### src/verilog/rv_isa_pkg.sv
package rv_isa_pkg;

    typedef logic [31:0] xword_t;   // data or address word
    typedef logic [4:0]  reg_idx_t; // register index

    // major opcodes, inst[6:0]
    typedef enum logic [6:0] {
        opc_op     = 7'b0110011,
        opc_op_imm = 7'b0010011,
        opc_load   = 7'b0000011,
        opc_store  = 7'b0100011,
        opc_branch = 7'b1100011,
        opc_jal    = 7'b1101111,
        opc_jalr   = 7'b1100111,
        opc_system = 7'b1110011
    } opcode_e;

    // alu funct3 codes
    typedef enum logic [2:0] {
        f3_add = 3'b000, // also sub when funct7[5] set
        f3_sll = 3'b001,
        f3_slt = 3'b010,
        f3_xor = 3'b100,
        f3_srl = 3'b101,
        f3_or  = 3'b110,
        f3_and = 3'b111
    } funct3_e;

    // branch conditions share the funct3 encodings
    localparam funct3_e f3_beq = f3_add;
    localparam funct3_e f3_bne = f3_sll;
    localparam funct3_e f3_blt = f3_xor;
    localparam funct3_e f3_bge = f3_srl;

    typedef enum logic [3:0] {
        alu_add,
        alu_sub,
        alu_and,
        alu_or,
        alu_xor,
        alu_slt,
        alu_sll,
        alu_srl,
        alu_pass_b // link value for jal and jalr
    } alu_op_e;

    // ecall halts when a7 holds 10
    localparam reg_idx_t halt_reg  = 5'd17;
    localparam xword_t   halt_code = 32'd10;

endpackage

### src/verilog/pipe_pkg.sv
package pipe_pkg;
    import rv_isa_pkg::*;

    // decoded controls, carried from ID/EX down to EX/MEM
    typedef struct packed {
        alu_op_e alu_op;
        logic    alu_src;   // operand b from immediate
        logic    mem_read;
        logic    mem_write;
        logic    reg_write;
        logic    is_branch;
        logic    is_jal;
        logic    is_jalr;
        logic    is_halt;   // ecall with a7 == 10
        funct3_e funct3;    // branch condition
    } ctrl_t;

    // bubble: nothing written, no bus cycle
    localparam ctrl_t ctrl_nop = '{alu_op: alu_add, funct3: f3_add, default: 1'b0};

    // operand source in execute
    typedef enum logic [1:0] {
        fwd_none,
        fwd_mem,
        fwd_wb
    } fwd_sel_e;

endpackage

### src/verilog/result_if.sv
`timescale 1ns/1ns

// pending register result of one stage
interface result_if import rv_isa_pkg::*; ();
    reg_idx_t rd;
    logic     write_en;
    xword_t   value;
    logic     is_load;  // value not valid yet

    modport src (output rd, output write_en, output value, output is_load);
    modport snk (input rd, input write_en, input value, input is_load);

endinterface

### src/verilog/reg_file.sv
`timescale 1ns/1ns

module reg_file import rv_isa_pkg::*; (
    input  logic     clk,
    input  logic     reset,
    input  reg_idx_t rs1,
    input  reg_idx_t rs2,
    input  reg_idx_t rd,
    input  reg_idx_t dbg_idx,
    input  logic     write_en,
    input  xword_t   write_data,
    output xword_t   rs1_data,
    output xword_t   rs2_data,
    output xword_t   dbg_data
);
    xword_t regs [32];

    // same-cycle writeback seen by decode
    assign rs1_data = (write_en && rd == rs1 && rs1 != '0) ? write_data : regs[rs1];
    assign rs2_data = (write_en && rd == rs2 && rs2 != '0) ? write_data : regs[rs2];
    assign dbg_data = (write_en && rd == dbg_idx && dbg_idx != '0) ? write_data : regs[dbg_idx];

    always_ff @(posedge clk) begin
        if (reset) begin
            for (int i = 0; i < 32; i++)
                regs[i] <= '0;
        end else if (write_en && rd != '0) begin
            regs[rd] <= write_data;
        end
    end

    // writeback must carry a resolved index and value
    assert property (@(posedge clk) disable iff (reset)
        write_en |-> !$isunknown(rd) && !$isunknown(write_data))
        else $error("write to x%0d with unknown data", rd);

endmodule

### src/verilog/fetch_stage.sv
`timescale 1ns/1ns

module fetch_stage import rv_isa_pkg::*; #(
    parameter xword_t reset_pc = 32'h0
) (
    input  logic   clk,
    input  logic   reset,
    input  logic   stall,
    input  logic   freeze,
    input  logic   redirect,
    input  xword_t target,
    output xword_t imem_addr,
    input  xword_t imem_data,
    output xword_t if_inst,
    output xword_t if_pc,
    output logic   if_valid
);
    xword_t pc;

    assign imem_addr = pc; // combinational rom read

    always_ff @(posedge clk) begin
        if (reset) begin
            pc       <= reset_pc;
            if_valid <= 1'b0;
        end else if (!freeze) begin  // bus wait holds everything
            if (redirect) begin
                pc       <= target;
                if_valid <= 1'b0;      // kill the wrong-path word
            end else if (!stall) begin
                pc       <= pc + 32'd4;
                if_inst  <= imem_data;
                if_pc    <= pc;
                if_valid <= 1'b1;
            end
        end
    end

    // jalr target or reset_pc off word boundary
    assert property (@(posedge clk) disable iff (reset) pc[1:0] == 2'b00)
        else $error("pc %h not word aligned", pc);

endmodule

### src/verilog/decode_stage.sv
`timescale 1ns/1ns

module decode_stage import rv_isa_pkg::*, pipe_pkg::*; (
    input  logic     clk,
    input  logic     reset,
    input  xword_t   if_inst,
    input  xword_t   if_pc,
    input  logic     if_valid,
    input  logic     freeze,
    input  logic     redirect,
    result_if.snk    mem_res,
    result_if.snk    wb_res,
    output logic     stall,
    output ctrl_t    ex_ctrl,
    output xword_t   ex_rs1_val,
    output xword_t   ex_rs2_val,
    output xword_t   ex_imm,
    output xword_t   ex_pc,
    output reg_idx_t ex_rs1,
    output reg_idx_t ex_rs2,
    output reg_idx_t ex_rd,
    input  reg_idx_t dbg_reg_idx,
    output xword_t   dbg_reg_data
);
    opcode_e  opcode;
    reg_idx_t rs1;
    reg_idx_t rs2;
    ctrl_t    ctrl;
    xword_t   imm;
    xword_t   rs1_data;
    xword_t   rs2_data;
    xword_t   x17_val;
    logic     is_ecall;
    logic     uses_rs1;
    logic     uses_rs2;
    logic     load_use;
    logic     x17_pending;
    logic     bubble;
    logic     halt_seen;  // halting ecall already issued

    function automatic alu_op_e alu_sel(input funct3_e f3, input logic alt);
        case (f3)
            f3_add:  return alt ? alu_sub : alu_add;
            f3_sll:  return alu_sll;
            f3_slt:  return alu_slt;
            f3_xor:  return alu_xor;
            f3_srl:  return alu_srl;
            f3_or:   return alu_or;
            f3_and:  return alu_and;
            default: return alu_add; // sltu not supported
        endcase
    endfunction

    assign opcode   = opcode_e'(if_inst[6:0]);
    assign is_ecall = (opcode == opc_system) && (if_inst[31:7] == '0);
    assign rs1      = is_ecall ? halt_reg : if_inst[19:15]; // ecall reads a7
    assign rs2      = if_inst[24:20];
    assign uses_rs1 = (opcode != opc_jal);
    assign uses_rs2 = (opcode == opc_op) || (opcode == opc_store) || (opcode == opc_branch);

    reg_file u_rf (
        .clk        (clk),
        .reset      (reset),
        .rs1        (rs1),
        .rs2        (rs2),
        .rd         (wb_res.rd),
        .dbg_idx    (dbg_reg_idx),
        .write_en   (wb_res.write_en),
        .write_data (wb_res.value),
        .rs1_data   (rs1_data),
        .rs2_data   (rs2_data),
        .dbg_data   (dbg_reg_data)
    );

    // a7 from mem stage, wb covered by write-through
    assign x17_val = (mem_res.write_en && mem_res.rd == halt_reg) ? mem_res.value : rs1_data;

    always_comb begin
        ctrl        = ctrl_nop;
        ctrl.funct3 = funct3_e'(if_inst[14:12]);
        imm         = {{20{if_inst[31]}}, if_inst[31:20]}; // I-type
        case (opcode)
            opc_op: begin
                ctrl.reg_write = 1'b1;
                ctrl.alu_op    = alu_sel(ctrl.funct3, if_inst[30]);
            end
            opc_op_imm: begin
                ctrl.reg_write = 1'b1;
                ctrl.alu_src   = 1'b1;
                ctrl.alu_op    = alu_sel(ctrl.funct3, 1'b0);
            end
            opc_load: begin
                ctrl.reg_write = 1'b1;
                ctrl.alu_src   = 1'b1;
                ctrl.mem_read  = 1'b1;
            end
            opc_store: begin
                ctrl.alu_src   = 1'b1;
                ctrl.mem_write = 1'b1;
                imm = {{20{if_inst[31]}}, if_inst[31:25], if_inst[11:7]};
            end
            opc_branch: begin
                ctrl.is_branch = 1'b1;
                imm = {{19{if_inst[31]}}, if_inst[31], if_inst[7], if_inst[30:25],
                       if_inst[11:8], 1'b0};
            end
            opc_jal: begin
                ctrl.reg_write = 1'b1;
                ctrl.is_jal    = 1'b1;
                ctrl.alu_op    = alu_pass_b;
                imm = {{11{if_inst[31]}}, if_inst[31], if_inst[19:12], if_inst[20],
                       if_inst[30:21], 1'b0};
            end
            opc_jalr: begin
                ctrl.reg_write = 1'b1;
                ctrl.is_jalr   = 1'b1;
                ctrl.alu_op    = alu_pass_b;
            end
            opc_system: ctrl.is_halt = is_ecall && (x17_val == halt_code);
            default: ;
        endcase
    end

    // load one ahead, or a7 still being produced
    assign load_use = ex_ctrl.mem_read && (ex_rd != '0) &&
                      ((uses_rs1 && ex_rd == rs1) || (uses_rs2 && ex_rd == rs2));
    assign x17_pending = is_ecall &&
                         ((ex_ctrl.reg_write && ex_rd == halt_reg) ||
                          (mem_res.write_en && mem_res.is_load && mem_res.rd == halt_reg));
    assign stall  = if_valid && (load_use || x17_pending);
    assign bubble = stall || redirect || !if_valid || halt_seen;

    always_ff @(posedge clk) begin
        if (reset) begin
            ex_ctrl   <= ctrl_nop;
            halt_seen <= 1'b0;
        end else if (!freeze) begin
            ex_ctrl    <= bubble ? ctrl_nop : ctrl;
            halt_seen  <= halt_seen || (!bubble && ctrl.is_halt);
            ex_rs1_val <= rs1_data;
            ex_rs2_val <= rs2_data;
            ex_imm     <= imm;
            ex_pc      <= if_pc;
            ex_rs1     <= rs1;
            ex_rs2     <= rs2;
            ex_rd      <= if_inst[11:7];
        end
    end

endmodule

### src/verilog/execute_stage.sv
`timescale 1ns/1ns

module execute_stage import rv_isa_pkg::*, pipe_pkg::*; (
    input  logic     clk,
    input  logic     reset,
    input  logic     freeze,
    input  ctrl_t    ex_ctrl,
    input  xword_t   ex_rs1_val,
    input  xword_t   ex_rs2_val,
    input  xword_t   ex_imm,
    input  xword_t   ex_pc,
    input  reg_idx_t ex_rs1,
    input  reg_idx_t ex_rs2,
    input  reg_idx_t ex_rd,
    result_if.snk    wb_res,
    result_if.src    mem_res,
    output logic     redirect,
    output xword_t   target,
    output ctrl_t    mem_ctrl,
    output xword_t   mem_store_data,
    output xword_t   mem_pc
);
    fwd_sel_e fwd_a;
    fwd_sel_e fwd_b;
    xword_t   rs1_fwd;
    xword_t   rs2_fwd;
    xword_t   alu_b;
    xword_t   alu_res;
    xword_t   link;
    logic     taken;

    // newest producer wins, mem before wb
    assign fwd_a = (mem_res.write_en && mem_res.rd != '0 && mem_res.rd == ex_rs1) ? fwd_mem :
                   (wb_res.write_en && wb_res.rd != '0 && wb_res.rd == ex_rs1) ? fwd_wb :
                   fwd_none;
    assign fwd_b = (mem_res.write_en && mem_res.rd != '0 && mem_res.rd == ex_rs2) ? fwd_mem :
                   (wb_res.write_en && wb_res.rd != '0 && wb_res.rd == ex_rs2) ? fwd_wb :
                   fwd_none;

    always_comb begin
        case (fwd_a)
            fwd_mem: rs1_fwd = mem_res.value;
            fwd_wb:  rs1_fwd = wb_res.value;
            default: rs1_fwd = ex_rs1_val;
        endcase
        case (fwd_b)
            fwd_mem: rs2_fwd = mem_res.value;
            fwd_wb:  rs2_fwd = wb_res.value;
            default: rs2_fwd = ex_rs2_val;
        endcase
    end

    assign link  = ex_pc + 32'd4;
    assign alu_b = (ex_ctrl.is_jal || ex_ctrl.is_jalr) ? link :
                   ex_ctrl.alu_src ? ex_imm : rs2_fwd;

    always_comb begin
        case (ex_ctrl.alu_op)
            alu_add: alu_res = rs1_fwd + alu_b;
            alu_sub: alu_res = rs1_fwd - alu_b;
            alu_and: alu_res = rs1_fwd & alu_b;
            alu_or:  alu_res = rs1_fwd | alu_b;
            alu_xor: alu_res = rs1_fwd ^ alu_b;
            alu_slt: alu_res = {31'b0, $signed(rs1_fwd) < $signed(alu_b)};
            alu_sll: alu_res = rs1_fwd << alu_b[4:0];
            alu_srl: alu_res = rs1_fwd >> alu_b[4:0];
            default: alu_res = alu_b;  // pass_b, link
        endcase
        case (ex_ctrl.funct3)
            f3_beq:  taken = (rs1_fwd == rs2_fwd);
            f3_bne:  taken = (rs1_fwd != rs2_fwd);
            f3_blt:  taken = ($signed(rs1_fwd) < $signed(rs2_fwd));
            f3_bge:  taken = ($signed(rs1_fwd) >= $signed(rs2_fwd));
            default: taken = 1'b0;
        endcase
    end

    // predicted not taken, so any taken flow is a redirect
    assign redirect = (ex_ctrl.is_branch && taken) || ex_ctrl.is_jal || ex_ctrl.is_jalr;
    assign target   = ex_ctrl.is_jalr ? ((rs1_fwd + ex_imm) & ~32'd1) : ex_pc + ex_imm;

    always_ff @(posedge clk) begin
        if (reset) begin
            mem_ctrl         <= ctrl_nop;
            mem_res.write_en <= 1'b0;
            mem_res.is_load  <= 1'b0;
        end else if (!freeze) begin
            mem_ctrl         <= ex_ctrl;
            mem_res.write_en <= ex_ctrl.reg_write;
            mem_res.is_load  <= ex_ctrl.mem_read;
            mem_res.rd       <= ex_rd;
            mem_res.value    <= alu_res;  // address for lw and sw
            mem_store_data   <= rs2_fwd;
            mem_pc           <= ex_pc;
        end
    end

endmodule

### src/verilog/mem_wb_stage.sv
`timescale 1ns/1ns

module mem_wb_stage import rv_isa_pkg::*, pipe_pkg::*; (
    input  logic   clk,
    input  logic   reset,
    input  ctrl_t  mem_ctrl,
    result_if.snk  mem_res,
    input  xword_t mem_store_data,
    input  xword_t mem_pc,
    output logic   wb_cyc,
    output logic   wb_stb,
    output logic   wb_we,
    output xword_t wb_adr,
    output xword_t wb_dat_o,
    input  xword_t wb_dat_i,
    input  logic   wb_ack,
    output logic   freeze,
    result_if.src  wb_res,
    output logic   is_halted
);
    logic mem_req;

    // classic cycle straight from EX/MEM, held by freeze
    assign mem_req  = mem_ctrl.mem_read || mem_ctrl.mem_write;
    assign wb_cyc   = mem_req;
    assign wb_stb   = mem_req;
    assign wb_we    = mem_ctrl.mem_write;
    assign wb_adr   = mem_res.value;
    assign wb_dat_o = mem_store_data;
    assign freeze   = mem_req && !wb_ack;  // released in the ack cycle

    always_ff @(posedge clk) begin
        if (reset) begin
            wb_res.write_en <= 1'b0;
            wb_res.is_load  <= 1'b0;
            is_halted       <= 1'b0;
        end else if (!freeze) begin
            wb_res.write_en <= mem_res.write_en;
            wb_res.is_load  <= mem_ctrl.mem_read;
            wb_res.rd       <= mem_res.rd;
            wb_res.value    <= mem_ctrl.mem_read ? wb_dat_i : mem_res.value;
            if (mem_ctrl.is_halt)
                is_halted <= 1'b1;  // sticky until reset
        end
    end

    // request must not move or vanish during wait states
    assert property (@(posedge clk) disable iff (reset)
        wb_stb && !wb_ack |=> wb_stb && $stable(wb_adr) && $stable(wb_we))
        else $error("bus request from pc %h changed before ack", $past(mem_pc));

endmodule

### src/verilog/rv_core_top.sv
`timescale 1ns/1ns

module rv_core_top import rv_isa_pkg::*, pipe_pkg::*; #(
    parameter xword_t reset_pc = 32'h0
) (
    input  logic     clk,
    input  logic     reset,
    output xword_t   imem_addr,
    input  xword_t   imem_data,
    output logic     wb_cyc,
    output logic     wb_stb,
    output logic     wb_we,
    output xword_t   wb_adr,
    output xword_t   wb_dat_o,
    input  xword_t   wb_dat_i,
    input  logic     wb_ack,
    output logic     is_halted,
    input  reg_idx_t dbg_reg_idx,
    output xword_t   dbg_reg_data
);
    logic     stall;
    logic     freeze;
    logic     redirect;
    xword_t   target;
    xword_t   if_inst;
    xword_t   if_pc;
    logic     if_valid;
    ctrl_t    ex_ctrl;
    xword_t   ex_rs1_val;
    xword_t   ex_rs2_val;
    xword_t   ex_imm;
    xword_t   ex_pc;
    reg_idx_t ex_rs1;
    reg_idx_t ex_rs2;
    reg_idx_t ex_rd;
    ctrl_t    mem_ctrl;
    xword_t   mem_store_data;
    xword_t   mem_pc;

    result_if mem_res ();  // EX/MEM result
    result_if wb_res ();   // MEM/WB result

    fetch_stage #(.reset_pc(reset_pc)) u_fetch (
        .clk(clk), .reset(reset),
        .stall(stall), .freeze(freeze), .redirect(redirect), .target(target),
        .imem_addr(imem_addr), .imem_data(imem_data),
        .if_inst(if_inst), .if_pc(if_pc), .if_valid(if_valid)
    );

    decode_stage u_decode (
        .clk(clk), .reset(reset),
        .if_inst(if_inst), .if_pc(if_pc), .if_valid(if_valid),
        .freeze(freeze), .redirect(redirect),
        .mem_res(mem_res.snk), .wb_res(wb_res.snk), .stall(stall),
        .ex_ctrl(ex_ctrl), .ex_rs1_val(ex_rs1_val), .ex_rs2_val(ex_rs2_val),
        .ex_imm(ex_imm), .ex_pc(ex_pc), .ex_rs1(ex_rs1), .ex_rs2(ex_rs2), .ex_rd(ex_rd),
        .dbg_reg_idx(dbg_reg_idx), .dbg_reg_data(dbg_reg_data)
    );

    execute_stage u_execute (
        .clk(clk), .reset(reset), .freeze(freeze),
        .ex_ctrl(ex_ctrl), .ex_rs1_val(ex_rs1_val), .ex_rs2_val(ex_rs2_val),
        .ex_imm(ex_imm), .ex_pc(ex_pc), .ex_rs1(ex_rs1), .ex_rs2(ex_rs2), .ex_rd(ex_rd),
        .wb_res(wb_res.snk), .mem_res(mem_res.src),
        .redirect(redirect), .target(target),
        .mem_ctrl(mem_ctrl), .mem_store_data(mem_store_data), .mem_pc(mem_pc)
    );

    mem_wb_stage u_mem_wb (
        .clk(clk), .reset(reset),
        .mem_ctrl(mem_ctrl), .mem_res(mem_res.snk),
        .mem_store_data(mem_store_data), .mem_pc(mem_pc),
        .wb_cyc(wb_cyc), .wb_stb(wb_stb), .wb_we(wb_we),
        .wb_adr(wb_adr), .wb_dat_o(wb_dat_o), .wb_dat_i(wb_dat_i), .wb_ack(wb_ack),
        .freeze(freeze), .wb_res(wb_res.src), .is_halted(is_halted)
    );

endmodule

### config.mk
export PLATFORM = sky130hd
export DESIGN_NAME = rv_core_top
export DESIGN_NICKNAME = d
export VERILOG_FILES = /design/src/verilog/rv_isa_pkg.sv /design/src/verilog/pipe_pkg.sv /design/src/verilog/result_if.sv /design/src/verilog/reg_file.sv /design/src/verilog/fetch_stage.sv /design/src/verilog/decode_stage.sv /design/src/verilog/execute_stage.sv /design/src/verilog/mem_wb_stage.sv /design/src/verilog/rv_core_top.sv
export SDC_FILE = /design/constraint.sdc
export NUM_CORES = 2
export LEC_CHECK = 0
export BUFFER_PORTS_ARGS = -buffer_cell sky130_fd_sc_hd__buf_2
export CAP_MARGIN = 20
export CORE_MARGIN = 1.5
export CORE_UTILIZATION = 67
export CTS_CLUSTER_DIAMETER = 60
export DETAILED_ROUTE_END_ITERATION = 10
export GPL_ROUTABILITY_DRIVEN = 1
export GPL_TIMING_DRIVEN = 1
export PLACE_DENSITY = 0.92
export REMOVE_ABC_BUFFERS = 1
export SYNTH_ARGS = -nofsm -noshare
export SYNTH_HDL_FRONTEND = slang
export SYNTH_SLANG_ARGS = --single-unit
### constraint.sdc
create_clock -name clk -period 21.1 [get_ports clk]
set_input_delay 1.055 -clock clk [delete_from_list [all_inputs] [get_ports clk]]
set_output_delay 1.055 -clock clk [all_outputs]
set_load 0.005 [all_outputs]
==> metrics, run 1 <==
Max Root-Sink Buffers=3; CTS Buf Count=153; Synth Area in XOR/XNOR=1.42%; synth top area cells=edfxtp_1, mux4_2, and2_1; Compound-Gate Fraction of Synth Area=11.3%; root buf cell=clkbuf_16; Yosys top cell area share=43.7%; hold_buf cts=0; Post-CTS Resized=0; syn avg cell area=11.9 um^2; row count=135; GR Util All Layers=82.8%; FF+latch count, synth=1381; placed instance area=94500 um^2; mux share of post-synthesis cell area=21.9%; failing step=global routing; H-Tree Depth=4; Mapped Area=91200 um^2; Setup Buffers After CTS=0; post-synth top area cell=edfxtp_1; synthesized-area fraction occupied by adder cells=2.72%; post-synthesis async set-or-reset flop share=0%; Syn Inst Count=7683; Ys Warns=0; count leader, synth=edfxtp_1; Distinct cells, synth=97; Post-synth top cells=edfxtp_1, and2_1, mux4_2; status=did not finish; Top-Level Pins=204; EDFF count, synth=1326; Overflow after GRT=605; largest net degree at the start of global routing=165; largest family of logic cells by synthesized area=multiplexers; DP Wirelength=261 mm; Sink Count=1381; Starting Density=67.4%; Die W=372 um; global placer's final weighted congestion=1.06; Error=[ERROR GRT-0232] Routing congestion too high. Check the congestion heatmap in the GUI.; Most used DFF post-synth=edfxtp_1; simple-gate share of the synthesized area=13.8%; sequential area share after synthesis=44.9%; die height=372 um; Port Buffer Count=203
-- cell families after synthesis --
| family | Yosys count |
|---|---|
| simple gates | 2378 |
| buf+inv | 910 |
| flops | 1381 |
| mux | 1122 |
| compound gates | 1547 |
| other cells | 1 |
| xor+xnor | 148 |
| fa+ha+maj | 196 |
-- metrics by stage --
step           util [%]  setup WS, ns  instances
2_1_floorplan         -         -9.56       6976
3_3_place_gp       69.8         13.59       9228
3_5_place_dp       69.8         13.30       9230
4_1_cts            73.6         13.18       9514
-- routing by layer --
metal / overflow / GRT usage (%)
met5: 18 / 62.2
met1: 86 / 82.7
met2: 199 / 93.1
met4: 168 / 78.3
met3: 134 / 75.1
==> run 2, diff against run 1 <==
- CORE_UTILIZATION: 67 -> 40
- CTS_CLUSTER_DIAMETER: 60 -> unset
- PLACE_DENSITY: 0.92 -> unset
- PLACE_DENSITY_LB_ADDON: unset -> 0.15
==> metrics, run 2 <==
P&R area growth vs syn=11.7%; CP Buf/Inv Count=3; setup TNS=0 ns; Post-CTS Resized=0 (unchanged); DR iter-0 viols=11600; setup violators final=0; vias in the first global route=70300; Ys Warns=0 (unchanged); worst-path fanout max=28; Syn Inst Count=7683 (unchanged); Sink Count=1381 (unchanged); Cells after DPL=10500 (+14%); fin util=44.8%; RSZ-0062 raised after global routing=false; Routed WL=420 mm; Port Buffer Count=203 (unchanged); Starting Density=40.2% (-27 points); Slew Viols, Final=0; Die W=480 um (+29%); final hold violations=0; slowest CP cell=edfxtp_1; Mapped Area=91200 um^2 (unchanged); post-layout net count=7914; DP Wirelength=267 mm (+2.4%); Critical Path AT=8.69 ns; wire length per cell=38.8 um; Worst-path clk slew=0.06 ns; die height=480 um (+29%); Largest Register=u_decode.u_rf.regs; Top-Level Pins=204 (unchanged); cell family with most CP delay=compound AO/OA/AOI/OAI gates; Overflow after GRT=0; Max Root-Sink Buffers=3 (unchanged); Post-synth top cells=edfxtp_1, and2_1, mux4_2; Cell Chain, Critical Path=xor2_1 > or4b_1 > nor2_4 > buf_4 > mux2i_1 > o21ai_0 > inv_1 > o211ai_1 > o21ai_0 > inv_1 > ha_1 > or3_1 > or3_1 > a211oi_1 > a211oi_1 > o21ai_0 > o41ai_1 > o31a_1 > o31ai_1 > xor2_1 > nor2_1 > o32a_1; syn avg cell area=11.9 um^2 (unchanged); drt drc=0; area of the die=231000 um^2; Yosys top cell area share=43.7% (unchanged); CP startpoint kind=flip-flop; count leader, synth=edfxtp_1; FF+latch count, synth=1381 (unchanged); Max VDD drop=0.0000626 V; worst-skew pair later-pin latency=0.85 ns; final non-filler cell total=10800; CTS tree=built; CTS Buf Count=166 (+8.5%); worst min path class=in2reg; status=finished clean; CP max stage delay=0.96 ns; skew final=0.0531 ns; Worst Tran Pin Value=1.25 ns; static leakage=36.7 nW; Worst setup EP type=flip-flop; Final Cycle Share=38.5%; WS Path Type=reg2reg; Pwr Total=8.01 mW; first-pass GRT wire length=574 mm; root buf cell=clkbuf_16; H-Tree Depth=4 (unchanged); largest net degree at the start of global routing=98; max FFs per register=1024; layout cell share with drive strength beyond 1=21.0%; row count=175 (+30%); core region area=227000 um^2; Routed Antenna Nets=0; min Tclk post-route=8.12 ns; Crit path top cell by count=o21ai_0; post-synth top area cell=edfxtp_1; Pre-antenna DRT Iters=9; sequential area share after synthesis=44.9% (unchanged); commonest cells after routing, fill and taps aside=edfxtp_1, and2_1, mux4_2; Setup Buffers After CTS=0 (unchanged); Vias=74000; routed vias/inst=6.83; PD cells=78.6 nW/um^2; synth top area cells=edfxtp_1, mux4_2, and2_1; Max-Cap Viols=0; WP data required=21.68 ns; Rel. slew slack=16.4%; f_max=0.123 GHz; fillers=20600; commonest non-fill, non-tap cell in the layout=edfxtp_1; global placer's final weighted congestion=0.985 (-7.2%); EDFF count, synth=1326 (unchanged); post-synthesis async set-or-reset flop share=0% (unchanged); hold_buf cts=0 (unchanged); GR Util All Layers=35.6%; Most used DFF post-synth=edfxtp_1; Distinct cells, synth=97 (unchanged); initial antenna violation count=45
run 2: final cells by class:
class / count / area [um^2] / share of cell area (%)
clock buffer: 204 / 4450 / 4.38
inverter: 172 / 646 / 0.634
timing repair buffer: 502 / 3390 / 3.33
tap: 3009 / 3760 / 3.70
clock inverter: 103 / 1070 / 1.05
sequential: 1381 / 40900 / 40.2
antenna: 31 / 77.6 / 0.0762
multi-input combinational: 5423 / 47500 / 46.6
run 2: power breakdown:
group | internal (mW) | total [mW] | switching, mW | leakage (nW)
combinational | 0.587 | 1.71 | 1.12 | 20.0
sequential | 3.15 | 3.32 | 0.163 | 14.0
clock | 1.71 | 2.98 | 1.27 | 2.70
run 2: kinds of logic (layout without fill, tap and decap cells):
kind of cell,Yosys count,in the layout,synth area share (%)
AOI/OAI and AO/OA,1547,1547,11.3
xor gates and xnor gates,148,148,1.42
adders and majority gates,196,196,2.72
buffers and inverters,910,981,3.96
DFF,1381,1381,44.9
muxes,1122,1122,21.9
other,1,63,0.00411
and+or+nand+nor,2378,2378,13.8
run 2: worst paths after layout:
check                   startpoint                          end  slack [ns]  depth (start not counted)
max          u_mem_wb.wb_res.rd[1]  u_execute.mem_res.value[31]       12.98                         22
min                  imem_data[22]          u_fetch.if_inst[22]        0.39                          1
max reg2reg  u_mem_wb.wb_res.rd[1]  u_execute.mem_res.value[31]       12.98                         22
min reg2reg       u_fetch.if_pc[2]            u_decode.ex_pc[2]        0.42                          0
run 2: routing by layer:
layer	wire length (um)	up-vias	track usage (%)
li1	-	29600	-
met5	388	-	0.331
met2	190000	5690	54.8
met1	153000	37400	45.0
met3	48700	1292	9.37
met4	28400	18	21.6
run 2: metrics by stage:
stage | area [um^2] | hold slack [ns] | setup WS [ns]
6_report | 102000 | 0.389 | 12.98
5_1_grt | 102000 | 0.348 | 12.65
4_1_cts | 102000 | 0.334 | 13.14
3_5_place_dp | 96200 | 0.405 | 13.20
3_3_place_gp | 96100 | 0.403 | 13.25
2_1_floorplan | 88300 | 0.400 | -9.56
Note: power is estimated with default switching activity, not from simulation.
